## config.mk

```make
export PLATFORM = sky130hd
export DESIGN_NAME = bus_interconnect
export DESIGN_NICKNAME = d
export VERILOG_FILES = /design/src/hw/soc_pkg.sv /design/src/hw/bus_interconnect.sv
export SDC_FILE = /design/constraint.sdc
export NUM_CORES = 1
export LEC_CHECK = 0
export ABC_CLOCK_PERIOD_IN_PS = 2700
export BUFFER_PORTS_ARGS = -buffer_cell sky130_fd_sc_hd__buf_2
export CELL_PAD_IN_SITES_DETAIL_PLACEMENT = 1
export CELL_PAD_IN_SITES_GLOBAL_PLACEMENT = 1
export CORE_AREA = 2 2 207 209
export CTS_CLUSTER_DIAMETER = 100
export DETAILED_ROUTE_END_ITERATION = 12
export DIE_AREA = 0 0 209 211
export PLACE_DENSITY_LB_ADDON = 0.1
export SLEW_MARGIN = 20
export SYNTH_ARGS = -nofsm -noshare
export SYNTH_HDL_FRONTEND = slang
export SYNTH_SLANG_ARGS = --single-unit
export TNS_END_PERCENT = 100
```

## constraint.sdc

```tcl
create_clock -name clk -period 2.7 [get_ports clk]
set_input_delay 0.81 -clock clk [delete_from_list [all_inputs] [get_ports clk]]
set_output_delay 0.81 -clock clk [all_outputs]
set_load 0.05 [all_outputs]
```

## src/hw/soc_pkg.sv

```systemverilog
package soc_pkg;

    // ------------------------------------------------------------------------
    // Vector types
    // ------------------------------------------------------------------------
    typedef logic [31:0] addr_t;
    typedef logic [31:0] data_t;
    typedef logic [3:0]  strb_t;
    typedef logic [7:0]  word_idx_t;
    typedef logic [15:0] len_t;

    // Single-beat bus payloads
    typedef struct packed {
        addr_t addr;
        data_t wdata;
        strb_t wstrb;
        logic  write;
    } bus_req_t;

    typedef struct packed {
        data_t rdata;
        logic  err;
    } bus_rsp_t;

    // ------------------------------------------------------------------------
    // Address map
    // ------------------------------------------------------------------------
    localparam int SRAM_WORDS    = 256;
    localparam int SLAVE_SEL_LSB = 12;

    localparam logic [1:0] SLAVE_SRAM0 = 2'd0;
    localparam logic [1:0] SLAVE_SRAM1 = 2'd1;
    localparam logic [1:0] SLAVE_DMA   = 2'd2;

    // DMA register byte offsets
    localparam logic [3:0] DMA_REG_SRC  = 4'h0;
    localparam logic [3:0] DMA_REG_DST  = 4'h4;
    localparam logic [3:0] DMA_REG_LEN  = 4'h8;
    localparam logic [3:0] DMA_REG_CTRL = 4'hC;

    localparam int CTRL_START_BIT = 0;
    localparam int CTRL_IRQ_BIT   = 1;

    typedef enum logic [1:0] {
        IC_IDLE,
        IC_REQ,
        IC_RSP
    } ic_state_t;

    // Byte lanes of new_word replace those of old_word where strobed
    function automatic data_t merge_strb(data_t old_word, data_t new_word, strb_t strb);
        data_t res;
        res = old_word;
        for (int b = 0; b < $bits(strb_t); b++) begin
            if (strb[b]) begin
                res[8*b +: 8] = new_word[8*b +: 8];
            end
        end
        return res;
    endfunction

endpackage
```

## src/hw/bus_interconnect.sv

```systemverilog
`timescale 1ns/100ps

module bus_interconnect (
    input  logic              clk,
    input  logic              rst_n,

    input  soc_pkg::bus_req_t m_req [2],
    input  logic [1:0]        m_req_valid,
    output logic [1:0]        m_req_ready,
    output soc_pkg::bus_rsp_t m_rsp [2],
    output logic [1:0]        m_rsp_valid,
    input  logic [1:0]        m_rsp_ready,

    output soc_pkg::bus_req_t s_req [3],
    output logic [2:0]        s_req_valid,
    input  logic [2:0]        s_req_ready,
    input  soc_pkg::bus_rsp_t s_rsp [3],
    input  logic [2:0]        s_rsp_valid,
    output logic [2:0]        s_rsp_ready
);

    soc_pkg::ic_state_t state;
    logic               grant;
    logic               rr_ptr;
    logic [1:0]         sel;
    logic               unmapped;

    logic               pick;
    soc_pkg::addr_t     pick_addr;
    logic [1:0]         pick_sel;
    logic               pick_unmapped;
    soc_pkg::bus_req_t  gnt_req;
    soc_pkg::bus_rsp_t  rsp_mux;
    logic               req_ready_mux;
    logic               rsp_valid_mux;
    logic               req_fire;
    logic               rsp_fire;

    // ------------------------------------------------------------------------
    // Arbitration and decode
    // ------------------------------------------------------------------------
    // Pointer master wins when it asks, otherwise the other one
    assign pick      = m_req_valid[rr_ptr] ? rr_ptr : ~rr_ptr;
    assign pick_addr = m_req[pick].addr;
    assign pick_sel  = pick_addr[soc_pkg::SLAVE_SEL_LSB +: 2];

    // Select 3 or anything above the select field has no slave
    assign pick_unmapped = (pick_addr[31:soc_pkg::SLAVE_SEL_LSB+2] != '0) ||
                           (pick_sel > soc_pkg::SLAVE_DMA);

    assign gnt_req = m_req[grant];

    // ------------------------------------------------------------------------
    // Slave side routing
    // ------------------------------------------------------------------------
    always_comb begin
        req_ready_mux = unmapped;
        rsp_valid_mux = unmapped;
        rsp_mux       = '{rdata: '0, err: 1'b1};
        for (int i = 0; i < 3; i++) begin
            s_req[i]       = gnt_req;
            s_req_valid[i] = (state == soc_pkg::IC_REQ) && !unmapped &&
                             (sel == 2'(i)) && m_req_valid[grant];
            s_rsp_ready[i] = (state == soc_pkg::IC_RSP) && !unmapped &&
                             (sel == 2'(i)) && m_rsp_ready[grant];
            if (!unmapped && (sel == 2'(i))) begin
                req_ready_mux = s_req_ready[i];
                rsp_valid_mux = s_rsp_valid[i];
                rsp_mux       = s_rsp[i];
            end
        end
    end

    // Only the granted master sees ready and valid
    always_comb begin
        for (int i = 0; i < 2; i++) begin
            m_rsp[i]       = rsp_mux;
            m_req_ready[i] = (state == soc_pkg::IC_REQ) && (grant == 1'(i)) && req_ready_mux;
            m_rsp_valid[i] = (state == soc_pkg::IC_RSP) && (grant == 1'(i)) && rsp_valid_mux;
        end
    end

    assign req_fire = (state == soc_pkg::IC_REQ) && m_req_valid[grant] && req_ready_mux;
    assign rsp_fire = (state == soc_pkg::IC_RSP) && rsp_valid_mux && m_rsp_ready[grant];

    // ------------------------------------------------------------------------
    // Transaction FSM
    // ------------------------------------------------------------------------
    always_ff @(posedge clk) begin
        if (!rst_n) begin
            state    <= soc_pkg::IC_IDLE;
            grant    <= 1'b0;
            rr_ptr   <= 1'b0;
            sel      <= '0;
            unmapped <= 1'b0;
        end else begin
            case (state)
                soc_pkg::IC_IDLE: begin
                    if (|m_req_valid) begin
                        grant    <= pick;
                        sel      <= pick_sel;
                        unmapped <= pick_unmapped;
                        state    <= soc_pkg::IC_REQ;
                    end
                end
                soc_pkg::IC_REQ: begin
                    if (req_fire) begin
                        state <= soc_pkg::IC_RSP;
                    end
                end
                soc_pkg::IC_RSP: begin
                    if (rsp_fire) begin
                        rr_ptr <= ~grant;
                        state  <= soc_pkg::IC_IDLE;
                    end
                end
                default: state <= soc_pkg::IC_IDLE;
            endcase
        end
    end

    a_grant_stable: assert property (@(posedge clk) disable iff (!rst_n)
        (state != soc_pkg::IC_IDLE) |=> $stable(grant));

    a_one_slave: assert property (@(posedge clk) disable iff (!rst_n)
        $onehot0(s_req_valid));

endmodule

```

Word-level counts from Yosys, hierarchy flattened
Index checks and enable logic that the tools add are counted.
{"block": "totals", "word_cells": 85, "input_bits": 249, "register_bits": 7}
{"block": "op_classes", "bitwise": 4, "n_eq_ne": 7, "magnitude_cmp": 5, "n_mux": 26, "reduce_logical": 38}
{"operator": "$mux 69", "count": 6}
{"operator": "$mux 33", "count": 3}
{"operator": "$logic_and 1x1->1", "count": 29}
{"operator": "$reduce_bool 18->1", "count": 1}
{"operator": "$mux 1", "count": 13}
{"operator": "$mux 2", "count": 3}
{"operator": "$ne 2x2->1 const B", "count": 3}
{"operator": "$pmux 2 s3", "count": 1}
{"operator": "$eq 2x1->1 const B", "count": 2}
{"operator": "$eq 2x2->1 const B", "count": 2}
{"operator": "$ge 2x2->1 const B", "count": 2}
{"operator": "$logic_not 2->1", "count": 2}
{"operator": "$lt 1x2->1 const B", "count": 2}
{"operator": "$not 1->2", "count": 2}
{"operator": "$reduce_and 2->1", "count": 2}
{"operator": "$reduce_and 3->1", "count": 1}
{"operator": "$gt 2x2->1 const B", "count": 1}
{"operator": "$not 1->1", "count": 2}
{"operator": "$reduce_or 2->1", "count": 1}
{"operator": "$logic_not 1->1", "count": 1}
{"operator": "$logic_or 1x1->1", "count": 1}

Logic depth before layout (Yosys ltp)
{"block": "depth", "depth_word": 9, "depth_mapped": 7, "mapped_depth_nobuf": 5}

Least setup slack after synthesis
No wires, ideal clock.
{"block": "synth_path", "path_kind": "input to output", "start": "input port m_req_valid[1]", "end": "output port s_req_valid[0]", "arrival_ns": 2.611, "cell_stages": 3, "t_required_ns": 1.890, "slack_ns": -0.721, "cell_sequence": "mux2i_1 or2_2 nor4_1"}
{"block": "synth_between", "elab_chain_len": 3}
{"element": "start, declared", "line_no": "bus_interconnect.sv:8", "rtl": "input logic [1:0] m_req_valid,"}
{"element": "$mux 1 (implied by the code) (2 in series)", "line_no": "bus_interconnect.sv:63", "rtl": "(sel == 2'(i)) && m_req_valid[grant];"}
{"element": "$logic_and 1x1->1", "line_no": "bus_interconnect.sv:63"}
{"element": "end, declared", "line_no": "bus_interconnect.sv:15", "rtl": "output logic [2:0] s_req_valid,"}
No other way between the ends. The select of a mux whose other input is x is not followed.

Worst setup path after layout
{"block": "layout_path", "start": "input port s_req_ready[2]", "end": "output port m_req_ready[0]"}
{"block": "layout_between", "elab_chain_len": 2}
{"element": "start, declared", "line_no": "bus_interconnect.sv:16", "rtl": "input logic [2:0] s_req_ready,"}
{"element": "$mux 1", "line_no": "bus_interconnect.sv:66", "rtl": "if (!unmapped && (sel == 2'(i))) begin"}
{"element": "$logic_and 1x1->1", "line_no": "bus_interconnect.sv:78", "rtl": "m_req_ready[i] = (state == soc_pkg::IC_REQ) && (grant == 1'(i)) && req_ready_mux;"}
{"element": "end, declared", "line_no": "bus_interconnect.sv:9", "rtl": "output logic [1:0] m_req_ready,"}
No other way between the ends.

==> impl_metrics.toml <==
[grt]
grt_remaining_overflow = 0
antenna_found_initial = 9
grt_use_total_pct = 10.6
grt_pass1_vias = 4706
grt_pass1_wl_mm = 34.3
grt_max_degree = 45

[die]
die_h_um = 211
die-width_um = 209
rows = 75
die_area_um2 = 44100
coreArea_um2 = 41800
start_util_pct = 8.30
ios = 532

[status]
outcome = "finished clean"

[power_and_ir_drop]
irDropWorstVdd_mv = 0.252
power.density_nw_per_um2 = 637
leakagePower_nw = 3.08
p_total_mw = 3.74

[logic_synthesis]
syn-num-nets = 718
synth_area_um2 = 3470
synth_area_per_cell_um2 = 7.39
ys_ff_latch = 7
yosys.cell_types.count = 31
syn_inst = 469
ys.warnings.count = 0
ys_seq_area_share_pct = 4.04

[layout]
layout_common_cells = "buf_2, mux2_2, nor2_1"
final_cells = 1371
seq_area_um2 = 150
fillers = 5157
final_nets = 1078
drive_gt1_share_pct = 80.3
post-route-util_pct = 14.0
syn_to_final_growth_pct = 69.3
multi_input_area_um2 = 2030
mostFrequentLayoutCell = "buf_2"

[clock_tree]
clock_path_buffers = 2
cts_made_buffers = 3
clock-sinks = 7
clkSlewWorstSetupHoldPaths_ns = 0.04
tritoncts = "yes"
insertion_delay_ns = 0.23
clockRootBuffer = "clkbuf_16"
h-tree-depth = 1

[placed_design]
port_buffers = 531
dp_cells = 1359
hpwlAfterDp_mm = 22.9
gp_routability_congestion = 0.737

[timing]
finalCriticalPeriod_ns = 2.63
slew_violations = 0
maxSlewHeadroom_pct = 64.2
period_share_pct = 97.2
hold_ws_ns = 0.566
rsz0062_at_grt = "true"
fmax_ghz = 0.381
worst_pin_slew_ns = 0.534
finalHoldViolations = 0
finalSetupViolCount = 0
tns_ns = 0
finalClockSkew_ns = 0.000528

[detailed_routing]
drt_iter0_drc = 80
antenna_left = 0
wirelength_mm = 25.4
wl_per_cell_um = 18.5
dr.pass1.iters = 4
viasPerCell = 3.29
num_vias = 4511
drcViolationCount = 0

[critical_path]
crit_path_cell_trace = "buf_2 -> mux2_2 -> a221oi_2 -> buf_4 -> nor3_2 -> buf_4"
crit_family = "buffers and inverters"
max_stage_delay_ns = 0.28
worst-setup-path-type = "in2out"
required_ns = 1.89
crit_buf_inv = 3
crit_path_end_kind = "output pin"
path_common_cell = "buf_4"
critPathSlowestCell = "mux2_2"
cp.arrival_ns = 1.82
critPathMaxFanout = 3
start_kind = "input pin"

[run]
maxCapViolations = 0

[hold_path]
hp-class = "reg2reg"
==> per-layer routing <==
layer | vias to the layer above | track usage (%) | share of wire, %
met5 | - | 0 | 0.22
met2 | 290 | 21.5 | 55
met1 | 2059 | 11.0 | 36
met4 | 8 | 1.33 | 0.96
li1 | 2140 | - | -
met3 | 14 | 2.96 | 8.1
==> report_power, final <==
part           switching, mW  leakage, nW  internal (mW)
combinational           2.53         2.98          0.800
sequential            0.0313       0.0596          0.118
clock                 0.0572       0.0382          0.197
==> tightest hold or removal path, cell delays in order, from the launching register on <==
cell      delay [ns]
dfxtp_1         0.33
a21oi_1         0.12
a311oi_1        0.06
==> what timing repair did <==
action | 4_1_cts | 5_1_grt
setup endpoints to repair | 19 | 13
hold buffers | 0 | 0
resized for setup | 4 | 4
gates cloned | 0 | 0
setup buffers | 0 | 4
==> flip-flops by register name, indices dropped and copies added, names as in the netlist <==
name and flops:
state 2, grant 1, sel 2, unmapped 1, rr_ptr 1
==> per-stage QoR <==
stage,cell area (um^2),setup WS [ns]
3_5_place_dp,5720,-0.000131
2_1_floorplan,3560,-0.220
3_3_place_gp,5720,-0.00856
4_1_cts,5810,0.00686
5_1_grt,5860,-0.00165
6_report,5870,0.0745
==> synth_stat cells (all sizes together) <==
library cell,instances,area share (%)
o21a,1,0.22
a21oi,34,4.9
buf,189,39
inv,4,0.43
or2,1,0.18
o21ai,3,0.43
nor2b,3,0.54
clkbuf,6,0.65
nor2,75,8.1
mux2,72,23
a311oi,1,0.25
nor4,8,1.4
nand2,7,0.76
a221oi,1,0.25
or3,1,0.18
o211a,2,0.58
and2,2,0.36
nand2b,2,0.36
mux2i,37,11
o22ai,1,0.18
o221a,1,0.32
nor3,3,0.58
o2bb2ai,1,0.25
o41ai,1,0.25
or4,3,0.65
a31oi,2,0.36
dfxtp,7,4.0
nand4,1,0.18
==> final timing paths <==
path	from	to	slack (ns)	cells past startpoint
min	rr_ptr	rr_ptr	0.57	2
max reg2reg	rr_ptr	sel[1]	1.00	5
max	s_req_ready[2]	m_req_ready[0]	0.07	6
min reg2reg	rr_ptr	rr_ptr	0.57	2
==> logic make-up (layout without fill, tap and decap cells) <==
| family | after synthesis | count (layout) | synth area share [%] |
|---|---|---|---|
| DFF | 7 | 7 | 4.04 |
| muxes | 109 | 109 | 34.1 |
| other | 0 | 4 | 0 |
| buffers and inverters | 199 | 558 | 40.5 |
| AOI/OAI and AO/OA | 48 | 48 | 8.01 |
| and+or+nand+nor | 106 | 106 | 13.4 |
==> cell type report <==
type,count,area share [%]
multi-input cells,263,34.5
well taps,539,11.5
flip-flops and latches,7,2.56
inverters,4,0.256
clock buffers,4,1.34
diodes,4,0.171
repair buffers,550,49.6
Note: power is estimated with default switching activity, not from simulation.
