## src/hw/soc_pkg.sv

```systemverilog
package soc_pkg;

    // ------------------------------------------------------------------------
    // Vector types
    // ------------------------------------------------------------------------
    typedef logic [31:0] addr_t;
    typedef logic [31:0] data_t;
    typedef logic [3:0]  strb_t;
    typedef logic [7:0]  word_idx_t;
    typedef logic [15:0] len_t;

    // Single-beat bus payloads
    typedef struct packed {
        addr_t addr;
        data_t wdata;
        strb_t wstrb;
        logic  write;
    } bus_req_t;

    typedef struct packed {
        data_t rdata;
        logic  err;
    } bus_rsp_t;

    // ------------------------------------------------------------------------
    // Address map
    // ------------------------------------------------------------------------
    localparam int SRAM_WORDS    = 256;
    localparam int SLAVE_SEL_LSB = 12;

    localparam logic [1:0] SLAVE_SRAM0 = 2'd0;
    localparam logic [1:0] SLAVE_SRAM1 = 2'd1;
    localparam logic [1:0] SLAVE_DMA   = 2'd2;

    // DMA register byte offsets
    localparam logic [3:0] DMA_REG_SRC  = 4'h0;
    localparam logic [3:0] DMA_REG_DST  = 4'h4;
    localparam logic [3:0] DMA_REG_LEN  = 4'h8;
    localparam logic [3:0] DMA_REG_CTRL = 4'hC;

    localparam int CTRL_START_BIT = 0;
    localparam int CTRL_IRQ_BIT   = 1;

    typedef enum logic [1:0] {
        IC_IDLE,
        IC_REQ,
        IC_RSP
    } ic_state_t;

    // Byte lanes of new_word replace those of old_word where strobed
    function automatic data_t merge_strb(data_t old_word, data_t new_word, strb_t strb);
        data_t res;
        res = old_word;
        for (int b = 0; b < $bits(strb_t); b++) begin
            if (strb[b]) begin
                res[8*b +: 8] = new_word[8*b +: 8];
            end
        end
        return res;
    endfunction

endpackage
```

## src/hw/dma_engine.sv

```systemverilog
`timescale 1ns/100ps

module dma_engine (
    input  logic              clk,
    input  logic              rst_n,

    input  soc_pkg::bus_req_t cfg_req,
    input  logic              cfg_req_valid,
    output logic              cfg_req_ready,
    output soc_pkg::bus_rsp_t cfg_rsp,
    output logic              cfg_rsp_valid,
    input  logic              cfg_rsp_ready,

    output soc_pkg::bus_req_t mst_req,
    output logic              mst_req_valid,
    input  logic              mst_req_ready,
    input  soc_pkg::bus_rsp_t mst_rsp,
    input  logic              mst_rsp_valid,
    output logic              mst_rsp_ready,

    output logic              irq
);

    typedef enum logic [2:0] {
        DMA_IDLE,
        DMA_RD_REQ,
        DMA_RD_RSP,
        DMA_WR_REQ,
        DMA_WR_RSP
    } dma_state_t;

    dma_state_t      dma_state;
    soc_pkg::addr_t  src;
    soc_pkg::addr_t  dst;
    soc_pkg::len_t   len;
    logic            busy;
    soc_pkg::data_t  rd_buf;

    logic [3:0]      cfg_off;
    logic            cfg_fire;
    soc_pkg::data_t  cur_word;
    soc_pkg::data_t  wr_word;

    // ------------------------------------------------------------------------
    // Register slave port
    // ------------------------------------------------------------------------
    assign cfg_off       = cfg_req.addr[3:0];
    assign cfg_req_ready = !cfg_rsp_valid;
    assign cfg_fire      = cfg_req_valid && cfg_req_ready;

    always_comb begin
        cur_word = '0;
        case (cfg_off)
            soc_pkg::DMA_REG_SRC: cur_word = src;
            soc_pkg::DMA_REG_DST: cur_word = dst;
            soc_pkg::DMA_REG_LEN: cur_word = {16'b0, len};
            soc_pkg::DMA_REG_CTRL: begin
                cur_word[soc_pkg::CTRL_START_BIT] = busy;
                cur_word[soc_pkg::CTRL_IRQ_BIT]   = irq;
            end
            default: cur_word = '0;
        endcase
    end

    assign wr_word = soc_pkg::merge_strb(cur_word, cfg_req.wdata, cfg_req.wstrb);

    always_ff @(posedge clk) begin
        if (!rst_n) begin
            cfg_rsp_valid <= 1'b0;
        end else if (cfg_fire) begin
            cfg_rsp_valid <= 1'b1;
        end else if (cfg_rsp_ready) begin
            cfg_rsp_valid <= 1'b0;
        end
    end

    always_ff @(posedge clk) begin
        if (cfg_fire) begin
            cfg_rsp.rdata <= cur_word;
            cfg_rsp.err   <= 1'b0;
        end
    end

    // ------------------------------------------------------------------------
    // Registers and copy FSM
    // ------------------------------------------------------------------------
    always_ff @(posedge clk) begin
        if (!rst_n) begin
            src       <= '0;
            dst       <= '0;
            len       <= '0;
            busy      <= 1'b0;
            irq       <= 1'b0;
            dma_state <= DMA_IDLE;
        end else begin
            if (cfg_fire && cfg_req.write) begin
                case (cfg_off)
                    soc_pkg::DMA_REG_SRC: begin
                        if (!busy) begin
                            src <= wr_word;
                        end
                    end
                    soc_pkg::DMA_REG_DST: begin
                        if (!busy) begin
                            dst <= wr_word;
                        end
                    end
                    soc_pkg::DMA_REG_LEN: begin
                        if (!busy) begin
                            len <= wr_word[$bits(soc_pkg::len_t)-1:0];
                        end
                    end
                    soc_pkg::DMA_REG_CTRL: begin
                        irq <= 1'b0;
                        if (wr_word[soc_pkg::CTRL_START_BIT] && !busy && (len != '0)) begin
                            busy      <= 1'b1;
                            dma_state <= DMA_RD_REQ;
                        end
                    end
                    default: ;
                endcase
            end

            // Errors on the master port do not stop the copy
            case (dma_state)
                DMA_RD_REQ: begin
                    if (mst_req_ready) begin
                        dma_state <= DMA_RD_RSP;
                    end
                end
                DMA_RD_RSP: begin
                    if (mst_rsp_valid) begin
                        dma_state <= DMA_WR_REQ;
                    end
                end
                DMA_WR_REQ: begin
                    if (mst_req_ready) begin
                        dma_state <= DMA_WR_RSP;
                    end
                end
                DMA_WR_RSP: begin
                    if (mst_rsp_valid) begin
                        src <= src + 32'd4;
                        dst <= dst + 32'd4;
                        len <= len - 16'd1;
                        if (len == 16'd1) begin
                            busy      <= 1'b0;
                            irq       <= 1'b1;
                            dma_state <= DMA_IDLE;
                        end else begin
                            dma_state <= DMA_RD_REQ;
                        end
                    end
                end
                default: ;
            endcase
        end
    end

    always_ff @(posedge clk) begin
        if ((dma_state == DMA_RD_RSP) && mst_rsp_valid) begin
            rd_buf <= mst_rsp.rdata;
        end
    end

    // Master port payload follows the FSM state
    always_comb begin
        mst_req.addr  = (dma_state == DMA_WR_REQ) ? dst : src;
        mst_req.wdata = (dma_state == DMA_WR_REQ) ? rd_buf : '0;
        mst_req.wstrb = (dma_state == DMA_WR_REQ) ? 4'hF : 4'h0;
        mst_req.write = (dma_state == DMA_WR_REQ);
    end

    assign mst_req_valid = (dma_state == DMA_RD_REQ) || (dma_state == DMA_WR_REQ);
    assign mst_rsp_ready = (dma_state == DMA_RD_RSP) || (dma_state == DMA_WR_RSP);

    a_mst_busy: assert property (@(posedge clk) disable iff (!rst_n)
        mst_req_valid |-> busy);

endmodule

```

## config.mk

```make
export PLATFORM = sky130hd
export DESIGN_NAME = dma_engine
export DESIGN_NICKNAME = d
export VERILOG_FILES = /design/src/hw/soc_pkg.sv /design/src/hw/dma_engine.sv
export SDC_FILE = /design/constraint.sdc
export NUM_CORES = 1
export LEC_CHECK = 0
export BUFFER_PORTS_ARGS = -buffer_cell sky130_fd_sc_hd__buf_2
export CORE_ASPECT_RATIO = 0.75
export CORE_MARGIN = 5
export CORE_UTILIZATION = 50
export DETAILED_ROUTE_END_ITERATION = 12
export PLACE_DENSITY = 0.77
export SLEW_MARGIN = 0
export SYNTH_ARGS = -nofsm -noshare
export SYNTH_HDL_FRONTEND = slang
export SYNTH_SLANG_ARGS = --single-unit
```

## constraint.sdc

```tcl
create_clock -name clk -period 5.6 [get_ports clk]
set_input_delay 0.56 -clock clk [delete_from_list [all_inputs] [get_ports clk]]
set_output_delay 0.56 -clock clk [all_outputs]
set_load 0.02 [all_outputs]
```

[Yosys cells after proc, flatten, opt, wreduce, memory -nomap -nowiden]
Index checks and enable logic that the tools add are counted.
Cells by class
  add/subtract/negate cells: 3
  equality and inequality tests: 8
  multiplexer cells: 46
  reductions and logical operators: 12
Operator list (number)
  32-bit 2-to-1 mux: 12
  30-bit case mux with 3 select lines: 1
  16-bit 2-to-1 mux: 5
  32-bit by 3-bit adder with 32-bit output, second input constant: 2
  8-bit 2-to-1 mux: 4
  3-bit 2-to-1 mux: 7
  16-bit by 1-bit equality test with 1-bit output, second input constant: 1
  16-bit nonzero test: 1
  16-bit by 1-bit subtractor with 16-bit output, second input constant: 1
  1-bit 2-to-1 mux: 14
  3-bit case mux with 4 select lines: 1
  4-bit equality test, second input constant: 2
  2-bit case mux with 4 select lines: 1
  3-bit by 2-bit equality test with 1-bit output, second input constant: 2
  1-bit logical AND: 5
  4-bit by 3-bit equality test with 1-bit output, second input constant: 1
  4-bit zero test: 1
  4-bit 2-to-1 mux: 1
  3-bit by 1-bit equality test with 1-bit output, second input constant: 1
  3-bit equality test, second input constant: 1
  1-bit zero test: 2
  1-bit logical OR: 2
  2-bit nonzero test: 1
Word-level totals
  register bits after elaboration: 150
  bits of input ports: 108
  output and inout bits: 107
  logic and storage cells: 78

[Depth between registers and ports, before layout]
  depth in word-level cells: 11
  gate-level depth with buffers: 8
  mapped depth without buffers: 7

[Worst setup path after synthesis]
No wires, ideal clock.
  kind: register -> register
  from: reg dma_state[1]
  to: reg rd_buf[0], enable pin
  setup time: 0.504 ns
  arrival: 3.826 ns
  data required time: 5.096 ns
  setup slack: 1.271 ns
  stages on the path, launching flop included: 3
  path buffers: 1
  cell sequence: dfxtp_1 -> clkbuf_1 -> nor4bb_1
Between the ends
  cells in the longest elaborated chain, start to end: 2
RTL lines
  start: declaration: RTL line dma_engine.sv:32  | dma_state_t dma_state;
  start signal: assignment: RTL line dma_engine.sv:94  | dma_state <= DMA_IDLE;
  start signal: assignment: RTL line dma_engine.sv:117  | dma_state <= DMA_RD_REQ;
  start signal: assignment: RTL line dma_engine.sv:128  | dma_state <= DMA_RD_RSP;
  3-bit by 2-bit equality test with 1-bit output: RTL line dma_engine.sv:161  | if ((dma_state == DMA_RD_RSP) && mst_rsp_valid) begin
  1-bit logical AND: RTL line dma_engine.sv:161
  end signal: assignment: RTL line dma_engine.sv:162  | rd_buf <= mst_rsp.rdata;
  end: declaration: RTL line dma_engine.sv:37  | soc_pkg::data_t rd_buf;
Every way passes these cells.
A chain may end at the register's enable or synchronous reset.

==> run metrics <==
Nets roughly 1300; commonest non-fill, non-tap cells in the layout buf_2, nand2_1, nor2_1; combinational power share 0.069; Hold Path End rd_buf[10]; synthesized instance count 1022; H-tree Lvls 4; final worst-path setup slack between 1 and 1.5 ns; post-detailed-route wirelength per cell 21.4 um; fmax around 0.24 GHz; Pwr Density between 200 and 250 nW/um^2; vias per inst around 6.4; Starting Density 0.505; P_int roughly 0.0019 W; DP Worst Slack just over 2 ns; sw frac 0.255; Max-Cap Viols 0; Die Width around 160 um; RSZ-0062 raised after global routing false; first-pass GRT wire length roughly 46000 um; clock root buffer clkbuf_16; outcome finished, final reports clean; CTS buffer count 17; HP Start mst_rsp[11]; Post-synth EDFFs 64; clock sink count 150; Die Y between 100 and 150 um; initial drt markers approximately 1500; gr ovfl total 0; post-route clock period utilization 0.749; R2R cell count 5; Post-Syn Area 8870 sq um; Detailed Routing Iterations Pass 1 6; core area between 15000 and 20000 sq um; Setup violations, final 0; yosys warns 0; Filler Cells Inserted approximately 1600; clk slew on worst S/H paths around 0.070 ns; commonest non-fill, non-tap cell in the layout buf_2; layout cells sized above 1 0.228; Hold Path Cell Cnt 1; Slew headroom 0.213; WP buf/inv 3; CTS tree yes; static leakage 4.15 nW; CP top delay family buffers and inverters; Routed Antenna Nets 0; ANT cells 0; reg2reg setup slack about 2.1 ns; number of port buffers ~180; CTS max path bufs 2; CP Cell Sequence nand2_1 > buf_4 > clkinv_1 > o21ai_0 > buf_2; Reg power frac 0.459; Hold-fix buffers, CTS 0; Netlist cell types 85; Critical R2R Capture dst[18]; vias in the first global route between 8000 and 9000; Max Clock Skew 0.00827 ns; initial antenna violation count 0; critical path peak fanout 39; register area share after synthesis 0.411; maximum vdd drop 0.000179 V; Syn Nets 1134; Slew Limit Fails 0; Worst Path Required 5.04 ns; Crit-path slowest cell clkinv_1; CP Capture Type output pin; clk_lat worst skew 0.44 ns; arrival time of the worst setup path approximately 3.6 ns; Total Wirelength between 30000 and 40000 um; Rows between 40 and 50; FF/Latch Area 3640 sq um; largest net degree at the start of global routing 57; post-CTS sizing 0; number of synthesized register bits 150; reg2reg start dma_state[1]; Die ar. slightly above 20000 sq um; Hold Fails Final Rpt 0; HPWL after DPL between 20000 and 25000 um; Setup TNS Final 0 ns; CP Class flop to output pin; post-layout util 0.594; hold crit path type input pin to flop; I/O Pins 215; Multi-input gate area 4800 sq um; Post-route DRC 0; clock share of power 0.472; routed vias 9065; dominant synthesized flop cell dfxtp_1; GP Congestion just under 1; Psw 0.000645 W; synthesis-to-layout area growth 17.6%; critical path's largest stage delay between 1 and 1.5 ns; CP startpoint kind flop; Total GRT Usage 0.284; worst-margin pin slew between 1 and 1.5 ns; fraction of registers with async set/reset 0; Setup Buffers After CTS 0; syn avg cell area roughly 8.7 sq um; Final min period roughly 4.2 ns
-- per-stage QoR --
stage / instances / total power, W / hold WS [ns] / area, sq um
after floorplan: 1022 / 0.00129 / 0.473 / 8870
after CTS: 1406 / 0.00253 / 0.287 / 10400
final: 1406 / 0.00253 / 0.294 / 10400
after global placement: 1374 / 0.00135 / 0.485 / 9820
after global routing: 1406 / 0.00260 / 0.280 / 10400
after detailed placement: 1374 / 0.00136 / 0.496 / 9820
-- power groups by stage --
stage	sequential [W]	combinational, W	clock [W]
2_1_floorplan	0.00120	0.0000879	0
3_5_place_dp	0.00119	0.000171	0
3_3_place_gp	0.00119	0.000169	0
6_report	0.00116	0.000176	0.00119
5_1_grt	0.00116	0.000187	0.00125
4_1_cts	0.00116	0.000172	0.00119
-- cell usage after synthesis (5+ instances only) --
library cell	count	area, sq um
buf_4	6	45.0
xnor2_1	7	61.3
nand3_1	20	100
a211oi_1	6	45.0
nor2_1	89	334
mux2i_1	37	370
or4_1	5	37.5
buf_2	24	120
and2_1	13	81.3
nor3b_1	5	37.5
or2_2	5	31.3
nor4_1	11	68.8
or3_1	8	50.1
clkbuf_1	51	191
a22oi_1	15	113
o21ai_0	23	115
nand2_1	169	634
a31oi_1	23	144
o22ai_1	10	62.6
o31ai_1	18	135
o31a_1	17	149
a2bb2oi_1	11	96.3
nand4_1	30	188
xor2_1	7	61.3
dfxtp_1	86	1720
a21oi_1	42	210
o21a_1	15	113
o21ai_1	14	70.1
edfxtp_1	64	1920
and3_1	50	313
nor3_1	19	95.1
inv_1	12	45.0
-- worst max path at each step --
stage                  from  cells past startpoint     endpoint
2_1_floorplan  dma_state[1]                      2    rd_buf[0]
3_3_place_gp   dma_state[1]                      5  mst_req[44]
3_5_place_dp   dma_state[1]                      5  mst_req[44]
4_1_cts        dma_state[1]                      5  mst_req[44]
5_1_grt        dma_state[1]                      5  mst_req[44]
6_report       dma_state[1]                      5  mst_req[44]
-- worst register-to-register path, delay by kind of cell, from the launching register on --
family / cells / cell delay [ns]
AND/OR/NAND/NOR: 2 / 1.65
flip-flops: 1 / 1.04
AO/OA/AOI/OAI: 2 / 0.39
buffers and inverters: 1 / 0.30
-- flip-flops by register name, indices dropped and copies added, names as in the netlist --
register,cells
busy,1
cfg_rsp,32
cfg_rsp_valid,1
dma_state,3
dst,32
irq,1
len,16
rd_buf,32
src,32
-- metal layers --
metal	share of wire	GRT usage	vias to the layer above
met3	0.15	0.0878	80
met4	0.026	0.0819	0
met2	0.42	0.390	699
met1	0.41	0.429	4213
li1	-	-	4073
met5	0	0	-
-- cell type report --
cell class / instances / area share
tap: 242 / 0.0290
multi-input combinational: 771 / 0.460
sequential: 150 / 0.349
inverter: 13 / 0.00468
timing repair buffer: 198 / 0.0984
clock inverter: 15 / 0.0175
clock buffer: 17 / 0.0408
-- cell families after synthesis --
group / synth area share
muxes: 0.0481
buffers and inverters: 0.0512
and+or+nand+nor: 0.269
AOI/OAI and AO/OA: 0.201
other: 0.000423
DFF: 0.411
adders and majority gates: 0.00564
xor gates and xnor gates: 0.0138
(Power assumes the default switching activity.)
